File: src/source/dadda_mul_pkg.sv
// Shared definitions for the 8x8 unsigned Dadda multiplier
// Widths, FSM and step codes, and the adder cells of the reduction tree

package dadda_mul_pkg;

    localparam int OP_W      = 8;
    localparam int PROD_W    = 2 * OP_W;
    localparam int PP_BITS   = OP_W * OP_W;
    localparam int RED1_ROWS = 4;          // Rows left after reduction stage 1

    localparam int STATE_W = 2;
    localparam logic [STATE_W-1:0] ST_IDLE    = 2'd0;
    localparam logic [STATE_W-1:0] ST_PROCESS = 2'd1;
    localparam logic [STATE_W-1:0] ST_OUTPUT  = 2'd2;

    // Processing steps in issue order
    localparam int STEP_W = 2;
    localparam logic [STEP_W-1:0] STEP_PP   = 2'd0;
    localparam logic [STEP_W-1:0] STEP_RED1 = 2'd1;
    localparam logic [STEP_W-1:0] STEP_RED2 = 2'd2;
    localparam logic [STEP_W-1:0] STEP_ADD  = 2'd3;

    // Returns {carry, sum}
    function automatic logic [1:0] full_add(input logic x, input logic y, input logic z);
        return {(x & y) | (z & (x ^ y)), x ^ y ^ z};
    endfunction

    // Returns {carry, sum}
    function automatic logic [1:0] half_add(input logic x, input logic y);
        return {x & y, x ^ y};
    endfunction

endpackage

File: src/source/dadda_mul_top.sv
// 8x8 unsigned Dadda multiplier with valid/ready on both sides
// One operand pair in flight, product 4 cycles after acceptance
`timescale 1ns/1ps

module dadda_mul_top (
    input  logic                             clk,
    input  logic                             rst_n,
    input  logic [dadda_mul_pkg::OP_W-1:0]   a,
    input  logic [dadda_mul_pkg::OP_W-1:0]   b,
    input  logic                             valid_in,
    output logic                             ready_in,
    output logic [dadda_mul_pkg::PROD_W-1:0] product,
    output logic                             valid_out,
    input  logic                             ready_out
);
    import dadda_mul_pkg::*;

    logic               accept;
    logic               en_pp;
    logic               en_red1;
    logic               en_red2;
    logic               en_add;
    logic               take;
    logic [PP_BITS-1:0] pp;
    logic [PROD_W-1:0]  sum_row;
    logic [PROD_W-1:0]  carry_row;

    mul_control u_mul_control (
        .clk       (clk),
        .rst_n     (rst_n),
        .valid_in  (valid_in),
        .valid_out (valid_out),
        .ready_out (ready_out),
        .ready_in  (ready_in),
        .accept    (accept),
        .en_pp     (en_pp),
        .en_red1   (en_red1),
        .en_red2   (en_red2),
        .en_add    (en_add),
        .take      (take)
    );

    pp_generator u_pp_generator (
        .clk    (clk),
        .rst_n  (rst_n),
        .accept (accept),
        .en_pp  (en_pp),
        .a      (a),
        .b      (b),
        .pp     (pp)
    );

    dadda_reducer u_dadda_reducer (
        .clk       (clk),
        .rst_n     (rst_n),
        .en_red1   (en_red1),
        .en_red2   (en_red2),
        .pp        (pp),
        .sum_row   (sum_row),
        .carry_row (carry_row)
    );

    final_adder_stage u_final_adder_stage (
        .clk       (clk),
        .rst_n     (rst_n),
        .en_add    (en_add),
        .take      (take),
        .sum_row   (sum_row),
        .carry_row (carry_row),
        .product   (product),
        .valid_out (valid_out)
    );

endmodule

File: src/source/dadda_reducer.sv
// Two registered Dadda reduction stages for the 8x8 partial-product array
// Stage 1 takes column heights 8 to 6 to 4, stage 2 takes 4 to 3 to 2
`timescale 1ns/1ps

module dadda_reducer (
    input  logic                              clk,
    input  logic                              rst_n,
    input  logic                              en_red1,
    input  logic                              en_red2,
    input  logic [dadda_mul_pkg::PP_BITS-1:0] pp,
    output logic [dadda_mul_pkg::PROD_W-1:0]  sum_row,
    output logic [dadda_mul_pkg::PROD_W-1:0]  carry_row
);
    import dadda_mul_pkg::*;

    logic [RED1_ROWS-1:0][PROD_W-1:0] red1_d;
    logic [RED1_ROWS-1:0][PROD_W-1:0] red1_q;
    logic [PROD_W-1:0]                sum_d;
    logic [PROD_W-1:0]                carry_d;

    // One Dadda level, adders only where a column would exceed height d
    function automatic void reduce_level(
        input  logic [OP_W-1:0] col_in  [PROD_W],
        input  int              h_in    [PROD_W],
        input  int              d,
        output logic [OP_W-1:0] col_out [PROD_W],
        output int              h_out   [PROD_W]
    );
        int         excess;
        int         src;
        logic       used;
        logic [1:0] cs;
        for (int k = 0; k < PROD_W; k++) begin
            col_out[k] = '0;
            h_out[k]   = 0;
        end
        for (int k = 0; k < PROD_W; k++) begin
            src    = 0;
            excess = h_in[k] + h_out[k] - d;    // h_out[k] holds carries from column k-1
            for (int n = 0; n < OP_W / 2; n++) begin
                used = 1'b0;
                cs   = '0;
                if (excess >= 2 && src + 3 <= h_in[k]) begin
                    cs     = full_add(col_in[k][src], col_in[k][src+1], col_in[k][src+2]);
                    src    = src + 3;
                    excess = excess - 2;
                    used   = 1'b1;
                end else if (excess == 1 && src + 2 <= h_in[k]) begin
                    cs     = half_add(col_in[k][src], col_in[k][src+1]);
                    src    = src + 2;
                    excess = excess - 1;
                    used   = 1'b1;
                end
                if (used) begin
                    col_out[k][h_out[k]] = cs[0];
                    h_out[k] = h_out[k] + 1;
                    // A carry past bit 15 cannot occur in an 8x8 product
                    if (k + 1 < PROD_W) begin
                        col_out[k+1][h_out[k+1]] = cs[1];
                        h_out[k+1] = h_out[k+1] + 1;
                    end
                end
            end
            for (int n = 0; n < OP_W; n++) begin
                if (n >= src && n < h_in[k]) begin  // Untouched bits pass down
                    col_out[k][h_out[k]] = col_in[k][n];
                    h_out[k] = h_out[k] + 1;
                end
            end
        end
    endfunction

    always_comb begin
        logic [OP_W-1:0] col_a [PROD_W];
        logic [OP_W-1:0] col_b [PROD_W];
        int              h_a   [PROD_W];
        int              h_b   [PROD_W];
        for (int k = 0; k < PROD_W; k++) begin
            col_a[k] = '0;
            h_a[k]   = 0;
        end
        for (int i = 0; i < OP_W; i++) begin
            for (int j = 0; j < OP_W; j++) begin
                col_a[i+j][h_a[i+j]] = pp[i*OP_W+j];
                h_a[i+j] = h_a[i+j] + 1;
            end
        end
        reduce_level(col_a, h_a, 6, col_b, h_b);
        reduce_level(col_b, h_b, 4, col_a, h_a);    // h_a now the stage 1 heights
        for (int k = 0; k < PROD_W; k++) begin
            col_b[k] = '0;
            for (int r = 0; r < RED1_ROWS; r++) begin
                red1_d[r][k] = col_a[k][r];
                col_b[k][r]  = red1_q[r][k];        // Stage 2 works on registered rows
            end
        end
        reduce_level(col_b, h_a, 3, col_a, h_b);
        reduce_level(col_a, h_b, 2, col_b, h_a);
        for (int k = 0; k < PROD_W; k++) begin
            sum_d[k]   = col_b[k][0];
            carry_d[k] = col_b[k][1];
        end
    end

    always_ff @(posedge clk or negedge rst_n) begin
        if (!rst_n) begin
            red1_q    <= '0;
            sum_row   <= '0;
            carry_row <= '0;
        end else begin
            if (en_red1) begin
                red1_q <= red1_d;
            end
            if (en_red2) begin
                sum_row   <= sum_d;
                carry_row <= carry_d;
            end
        end
    end

endmodule

File: src/source/final_adder_stage.sv
// Carry-propagate add of the two reduced rows
// Holds product and valid_out until the consumer takes them
`timescale 1ns/1ps

module final_adder_stage (
    input  logic                             clk,
    input  logic                             rst_n,
    input  logic                             en_add,
    input  logic                             take,
    input  logic [dadda_mul_pkg::PROD_W-1:0] sum_row,
    input  logic [dadda_mul_pkg::PROD_W-1:0] carry_row,
    output logic [dadda_mul_pkg::PROD_W-1:0] product,
    output logic                             valid_out
);

    // Rows are already aligned, the sum fits in 16 bits
    always_ff @(posedge clk) begin
        if (en_add) begin
            product <= sum_row + carry_row;
        end
    end

    always_ff @(posedge clk or negedge rst_n) begin
        if (!rst_n) begin
            valid_out <= 1'b0;
        end else if (en_add) begin
            valid_out <= 1'b1;
        end else if (take) begin
            valid_out <= 1'b0;      // Held high under back-pressure
        end
    end

endmodule

File: src/source/mul_control.sv
// Sequencer for the multiplier pipeline
// Forms both handshakes and issues one strobe per processing step
`timescale 1ns/1ps

module mul_control (
    input  logic clk,
    input  logic rst_n,
    input  logic valid_in,
    input  logic valid_out,
    input  logic ready_out,
    output logic ready_in,
    output logic accept,
    output logic en_pp,
    output logic en_red1,
    output logic en_red2,
    output logic en_add,
    output logic take
);
    import dadda_mul_pkg::*;

    logic [STATE_W-1:0] state;
    logic [STEP_W-1:0]  step;
    logic               in_process;

    assign take     = valid_out && ready_out;
    // Product leaving frees the datapath on the same edge
    assign ready_in = (state == ST_IDLE) || ((state == ST_OUTPUT) && take);
    assign accept   = valid_in && ready_in;

    assign in_process = (state == ST_PROCESS);
    assign en_pp      = in_process && (step == STEP_PP);
    assign en_red1    = in_process && (step == STEP_RED1);
    assign en_red2    = in_process && (step == STEP_RED2);
    assign en_add     = in_process && (step == STEP_ADD);

    always_ff @(posedge clk or negedge rst_n) begin
        if (!rst_n) begin
            state <= ST_IDLE;
            step  <= STEP_PP;
        end else begin
            case (state)
                ST_IDLE: begin
                    if (accept) begin
                        state <= ST_PROCESS;
                        step  <= STEP_PP;
                    end
                end
                ST_PROCESS: begin
                    step <= step + 1'b1;        // Wraps back to STEP_PP after add
                    if (step == STEP_ADD) begin
                        state <= ST_OUTPUT;
                    end
                end
                ST_OUTPUT: begin
                    if (accept) begin
                        state <= ST_PROCESS;    // Back-to-back pair
                        step  <= STEP_PP;
                    end else if (take) begin
                        state <= ST_IDLE;
                    end
                end
                default: begin
                    state <= ST_IDLE;
                    step  <= STEP_PP;
                end
            endcase
        end
    end

endmodule

File: src/source/pp_generator.sv
// Operand capture and partial-product array
// Bit i*8+j of pp is a[j] AND b[i]
`timescale 1ns/1ps

module pp_generator (
    input  logic                              clk,
    input  logic                              rst_n,
    input  logic                              accept,
    input  logic                              en_pp,
    input  logic [dadda_mul_pkg::OP_W-1:0]    a,
    input  logic [dadda_mul_pkg::OP_W-1:0]    b,
    output logic [dadda_mul_pkg::PP_BITS-1:0] pp
);
    import dadda_mul_pkg::*;

    logic [OP_W-1:0] a_q;
    logic [OP_W-1:0] b_q;

    always_ff @(posedge clk) begin
        if (accept) begin
            a_q <= a;
            b_q <= b;
        end
    end

    always_ff @(posedge clk or negedge rst_n) begin
        if (!rst_n) begin
            pp <= '0;
        end else if (en_pp) begin
            for (int i = 0; i < OP_W; i++) begin
                for (int j = 0; j < OP_W; j++) begin
                    pp[i*OP_W+j] <= a_q[j] & b_q[i];    // Weight 2^(i+j)
                end
            end
        end
    end

endmodule

File: config.mk
export PLATFORM = sky130hd
export DESIGN_NAME = dadda_mul_top
export DESIGN_NICKNAME = d
export VERILOG_FILES = /design/src/source/dadda_mul_pkg.sv /design/src/source/dadda_mul_top.sv /design/src/source/dadda_reducer.sv /design/src/source/final_adder_stage.sv /design/src/source/mul_control.sv /design/src/source/pp_generator.sv
export SDC_FILE = /design/constraint.sdc
export NUM_CORES = 1
export LEC_CHECK = 0
export ABC_AREA = 1
export BUFFER_PORTS_ARGS = -buffer_cell sky130_fd_sc_hd__buf_2
export CAP_MARGIN = 20
export CORE_ASPECT_RATIO = 1.5
export CORE_MARGIN = 1.5
export CORE_UTILIZATION = 56
export CTS_BUF_LIST = sky130_fd_sc_hd__clkbuf_16
export CTS_CLUSTER_DIAMETER = 40
export DETAILED_ROUTE_END_ITERATION = 16
export PLACE_DENSITY = 0.76
export SYNTH_ARGS = -nofsm -noshare
export SYNTH_HDL_FRONTEND = slang
export SYNTH_SLANG_ARGS = --single-unit
File: constraint.sdc
create_clock -name clk -period 1.79 [get_ports clk]
set_input_delay 0.2685 -clock clk [delete_from_list [all_inputs] [get_ports clk]]
set_output_delay 0.2685 -clock clk [all_outputs]
set_load 0.01 [all_outputs]
# == Word-level counts from Yosys, hierarchy flattened ==
# Cells that the tools add are included.
# classes
add_sub_neg,2
eq_ne,9
muxes,9
bitwise,253
reduce_logical,13
# ops
op,count
AND 1 bit,141
XOR 1 bit,77
bitwise OR 1 bit,35
adder 15 x 15 -> 16 bit,1
two-way mux 2 bit,5
logical AND 1 bit,7
== test 2 bit (second input constant),3
one-hot mux 2 bit (3 select lines),1
== test 2 x 1 -> 1 bit (second input constant),2
logical NOT 2 bit,2
inequality test 2 bit (second input constant),2
one-hot mux 2 bit (2 select lines),1
inequality test 3 x 2 -> 1 bit (second input constant),1
AND reduction 3 bit,1
adder 2 x 1 -> 2 bit (second input constant),1
two-way mux 1 bit,2
inequality test 2 x 1 -> 1 bit (second input constant),1
nonzero test 2 bit,1
OR reduction 2 bit,1
logical OR 1 bit,1
# word_totals
reg_bits,179

# == Longest topological paths before layout ==
# logic_depth
word_depth,6
depth_mapped,9
ltp_nobuf,9

# == Modules after synthesis ==
# From an unflattened synthesis, not the netlist that was laid out.
# unflattened
hier_cells,990
hier_area_um2,8929.8
# modules_own_cells
module,n_inst,cells_per_inst,area_each_um2,seq_area_each_um2
dadda_reducer,1,455,4060.1,1951.9
pp_generator,1,302,3140.5,2082.0
final_adder_stage,1,194,1443.9,505.5
mul_control,1,39,285.3,100.1

# == Worst setup path after synthesis ==
# OpenSTA, ideal clock, no wires.
# synth_timing
path_type,reg-to-reg
from,reg u_dadda_reducer.sum_row[1] in the netlist's numbering
to,"reg u_final_adder_stage.product[13] in the netlist's numbering, data pin"
t_arrival_ns,1.441
path_slack_ns,0.096
stages_incl_launch_ff,9
path_buffers,0
cell_sequence,dfrtp_1 > ha_1 > fa_1 > nand3_1 > nand3_1 > nand3_1 > nand3_1 > nand2_1 > nand2_1
# synth_via
elab_chain_cells,1
# synth_lines
item,line_no,source
from (decl),dadda_reducer.sv:11,"output logic [dadda_mul_pkg::PROD_W-1:0] sum_row,"
from (signal assigned),dadda_reducer.sv:115,sum_row <= sum_d;
adder 15 x 15 -> 16 bit,final_adder_stage.sv:19,product <= sum_row + carry_row;
to (signal assigned),final_adder_stage.sv:19,
to (decl),final_adder_stage.sv:12,"output logic [dadda_mul_pkg::PROD_W-1:0] product,"
# Every way passes these cells.
# A chain may end at the register's enable or synchronous reset.

# == Final worst setup path ==
# layout_timing
from,reg u_dadda_reducer.sum_row[3] in the netlist's numbering
to,"reg u_final_adder_stage.product[14] in the netlist's numbering, data pin"
# The elaborated chain is that of the path after synthesis.

==> impl_metrics.json <==
{
  "cp_cell_sequence": "ha_2 > or2_2 > nand3_1 > nand2_2 > nand2_1 > nand2_1 > nand2_1 > nand2_1",
  "period_share_pct": 96.0,
  "path_class": "reg2reg",
  "seq_area_frac_synth_pct": 54.9,
  "pwr-share-comb_pct": 39.9,
  "cap_violations": 0,
  "drv_slew": 0,
  "dp_slack_ns": -0.0574,
  "final_cell_mix": "148 x nand2_1, 147 x dfrtp_1, 111 x o21ai_0",
  "maxSlewHeadroom_pct": 71.0,
  "max_stage_delay_ns": 0.40,
  "antenna_found_initial": 0,
  "final_nets": 941,
  "switching_share_pct": 39.8,
  "critPathMostFrequentCell": "nand2_1",
  "final_cells": 1069,
  "setup_viol": 0,
  "num_vias": 5645,
  "synthesis.instances": 827,
  "required_ns": 1.97,
  "drc": 0,
  "fin_skew_ns": 0.0130,
  "yosys_register_bits": 179,
  "seq_power_share_pct": 39.3,
  "rsz0062_at_grt": "yes",
  "synth_area_leaders": "dfrtp_1 44%, edfxtp_1 11%, fa_1 8.5%, nand2_1 6.6%, o21ai_0 6.6%",
  "cpMaxStageDelayCell": "dfrtp_1",
  "track_usage_pct": 21.3,
  "synth_area_sq_um": 8450,
  "crit_path_start_kind": "flop",
  "start_util_pct": 57.6,
  "ys_types": 29,
  "die_w_um": 103,
  "avgViaCountPerCell": 5.28,
  "yosysWarnings": 0,
  "clkTransAtPathRegs_ns": 0.08,
  "max_freq_mhz": 582,
  "p_per_area_nw_per_um2": 1820,
  "place_hpwl_mm": 10.7,
  "io_buffers": 37,
  "die_y_um": 153,
  "p_sw_mw": 6.88,
  "io_pins": 38,
  "drtPass1Iterations": 5,
  "internal_power_mw": 10.4,
  "placedCellCount": 1030,
  "layout.cells.most_common": "nand2_1",
  "drt_iter0_drc": 360,
  "placementRows": 54,
  "setup_slack_ns": 0.0717,
  "tns_ns": 0,
  "wl_mm": 15.4,
  "grt_max_degree": 44,
  "crit_fanout": 5,
  "cts_tree": "yes",
  "synth_area_per_cell_sq_um": 10.2,
  "vdd_ir_drop_max_v": 0.00138,
  "fin_crit_ns": 1.72,
  "status": "finished clean",
  "diodes": 0,
  "finalHoldViolations": 0,
  "end_kind": "flop",
  "grt_pass1_vias": 5507,
  "yosys.area.top_type_share_pct": 43.5,
  "globalRouteOverflowTotal": 0,
  "holdCritPathClass": "in2reg",
  "synth_nets": 908,
  "cts.path.max_buffers": 2,
  "p_leak_nw": 4.65,
  "cts_root_buf": "clkbuf_16",
  "p_clk_share_pct": 20.8,
  "arrival_ns": 1.90,
  "gp_congestion": 0.872,
  "fp.coreArea_sq_um": 14700,
  "wl_per_cell_um": 14.4,
  "cts.sinks": 179,
  "yosysTopAreaCell": "dfrtp_1",
  "die_area_sq_um": 15800,
  "worstMarginPinSlew_ns": 0.434,
  "insertion_delay_ns": 0.43,
  "numCtsBuffers": 17,
  "layout-drive-gt1-share_pct": 13.1,
  "grt_first_pass_wirelength_mm": 26.1,
  "ant_nets": 0,
  "htree_num_levels": 4,
  "syn2layout_area_growth_pct": 12.5
}
## cells by family (layout without fill, tap and decap cells)
family                   after synthesis  in the layout  share of synthesized area (%)
multiplexers                           8              8                           1.38
AND/OR/NAND/NOR                      270            270                           13.8
flip-flops                           179            179                           54.9
AO/OA/AOI/OAI                        150            150                           8.91
XOR/XNOR                               7              7                          0.726
buffers and inverters                152            198                           8.09
adder cells (fa/ha/maj)               61             61                           12.2
## metrics by stage
stage	instance area (sq um)	power, mW	hold slack, ns	utilization, %
4_1_cts	9400	17.4	0.00388	64.1
2_1_floorplan	8450	12.0	-0.0271	-
5_1_grt	9500	18.8	0.00152	64.8
6_report	9500	17.3	0.0193	64.8
3_5_place_dp	8810	13.7	0.229	60.1
3_3_place_gp	8810	13.4	0.225	60.1
## metal layers
metal  GRT usage, %  vias to the layer above  share of wire, %  routed length [um]
met2           35.2                      145                52                8010
met3           4.07                       37               3.3                 502
li1               -                     2733                 -                   -
met4           7.72                        0               2.6                 395
met1           27.9                     2730                42                6510
met5              0                        -                 0                   0
## synthesized netlist by cell type
cell type / instances
xor2_1: 4
nor2_4: 1
clkbuf_1: 13
inv_2: 1
nand3_1: 78
a21oi_1: 32
o21ai_0: 111
nand4_1: 3
buf_1: 1
o21ai_1: 6
mux2_2: 1
dfrtp_1: 147
nor2_8: 1
mux2_4: 7
fa_1: 36
buf_2: 19
buf_4: 7
inv_4: 1
a21o_1: 1
buf_6: 8
nor3_1: 2
nor2_1: 33
or2_2: 1
xnor2_1: 3
nand2_4: 2
edfxtp_1: 32
inv_1: 102
nand2_1: 149
ha_1: 25
## worst max-delay path: cells and delay by family (launching register included)
| kind | cells | cell delay (ns) |
|---|---|---|
| AND/OR/NAND/NOR | 7 | 0.74 |
| flip-flops | 1 | 0.40 |
| adder cells (fa/ha/maj) | 1 | 0.33 |
## what timing repair did
action,in CTS,in global routing
setup endpoints to repair,4,8
setup buffers,0,1
resized for setup,2,10
hold buffers,1,5
pin swaps,0,2
endpoints found under the hold margin,40,5
## cell type report
type	instances	area, sq um
clock buffers	17	425
clock inverters	15	155
fillers	1117	5160
inverters	104	393
multi-input cells	496	3180
flip-flops and latches	179	4640
well taps	196	245
repair buffers	62	469
## registers in the layout, summed over array words and instances (netlist names)
signal,count
u_dadda_reducer.carry_d,3
u_dadda_reducer.carry_row,14
u_dadda_reducer.red1_q,46
u_dadda_reducer.sum_row,15
u_final_adder_stage.product,16
u_final_adder_stage.valid_out,1
u_mul_control.state,2
u_mul_control.step,2
u_pp_generator.a_q,8
u_pp_generator.b_q,8
u_pp_generator.pp,64
## power groups by stage
stage | Sequential [mW] | Clock (mW) | Combinational [mW]
after CTS | 6.79 | 3.66 | 6.91
after detailed placement | 6.85 | 0 | 6.80
final | 6.80 | 3.59 | 6.90
after global placement | 6.78 | 0 | 6.58
after floorplan | 6.51 | 0 | 5.47
after global routing | 6.97 | 3.83 | 8.00
## final timing paths
kind                                                             end                              startpoint  slack [ns]  cells past startpoint
setup / recovery           u_final_adder_stage.product[14]$_DFFE_PP_  u_dadda_reducer.sum_row[3]$_DFFE_PN0P_        0.07                      8
hold / removal                       u_pp_generator.a_q[4]$_DFFE_PP_                                    a[4]        0.02                      1
setup reg to reg           u_final_adder_stage.product[14]$_DFFE_PP_  u_dadda_reducer.sum_row[3]$_DFFE_PN0P_        0.07                      8
hold reg to reg             u_final_adder_stage.product[0]$_DFFE_PP_  u_dadda_reducer.sum_row[0]$_DFFE_PN0P_        0.46                      0
max in group asynchronous  u_dadda_reducer.carry_row[12]$_DFFE_PN0P_                                   rst_n        0.87                      3
min in group asynchronous         u_mul_control.state[0]$_DFFE_PN0P_                                   rst_n        0.34                      2
(Power assumes the default switching activity.)
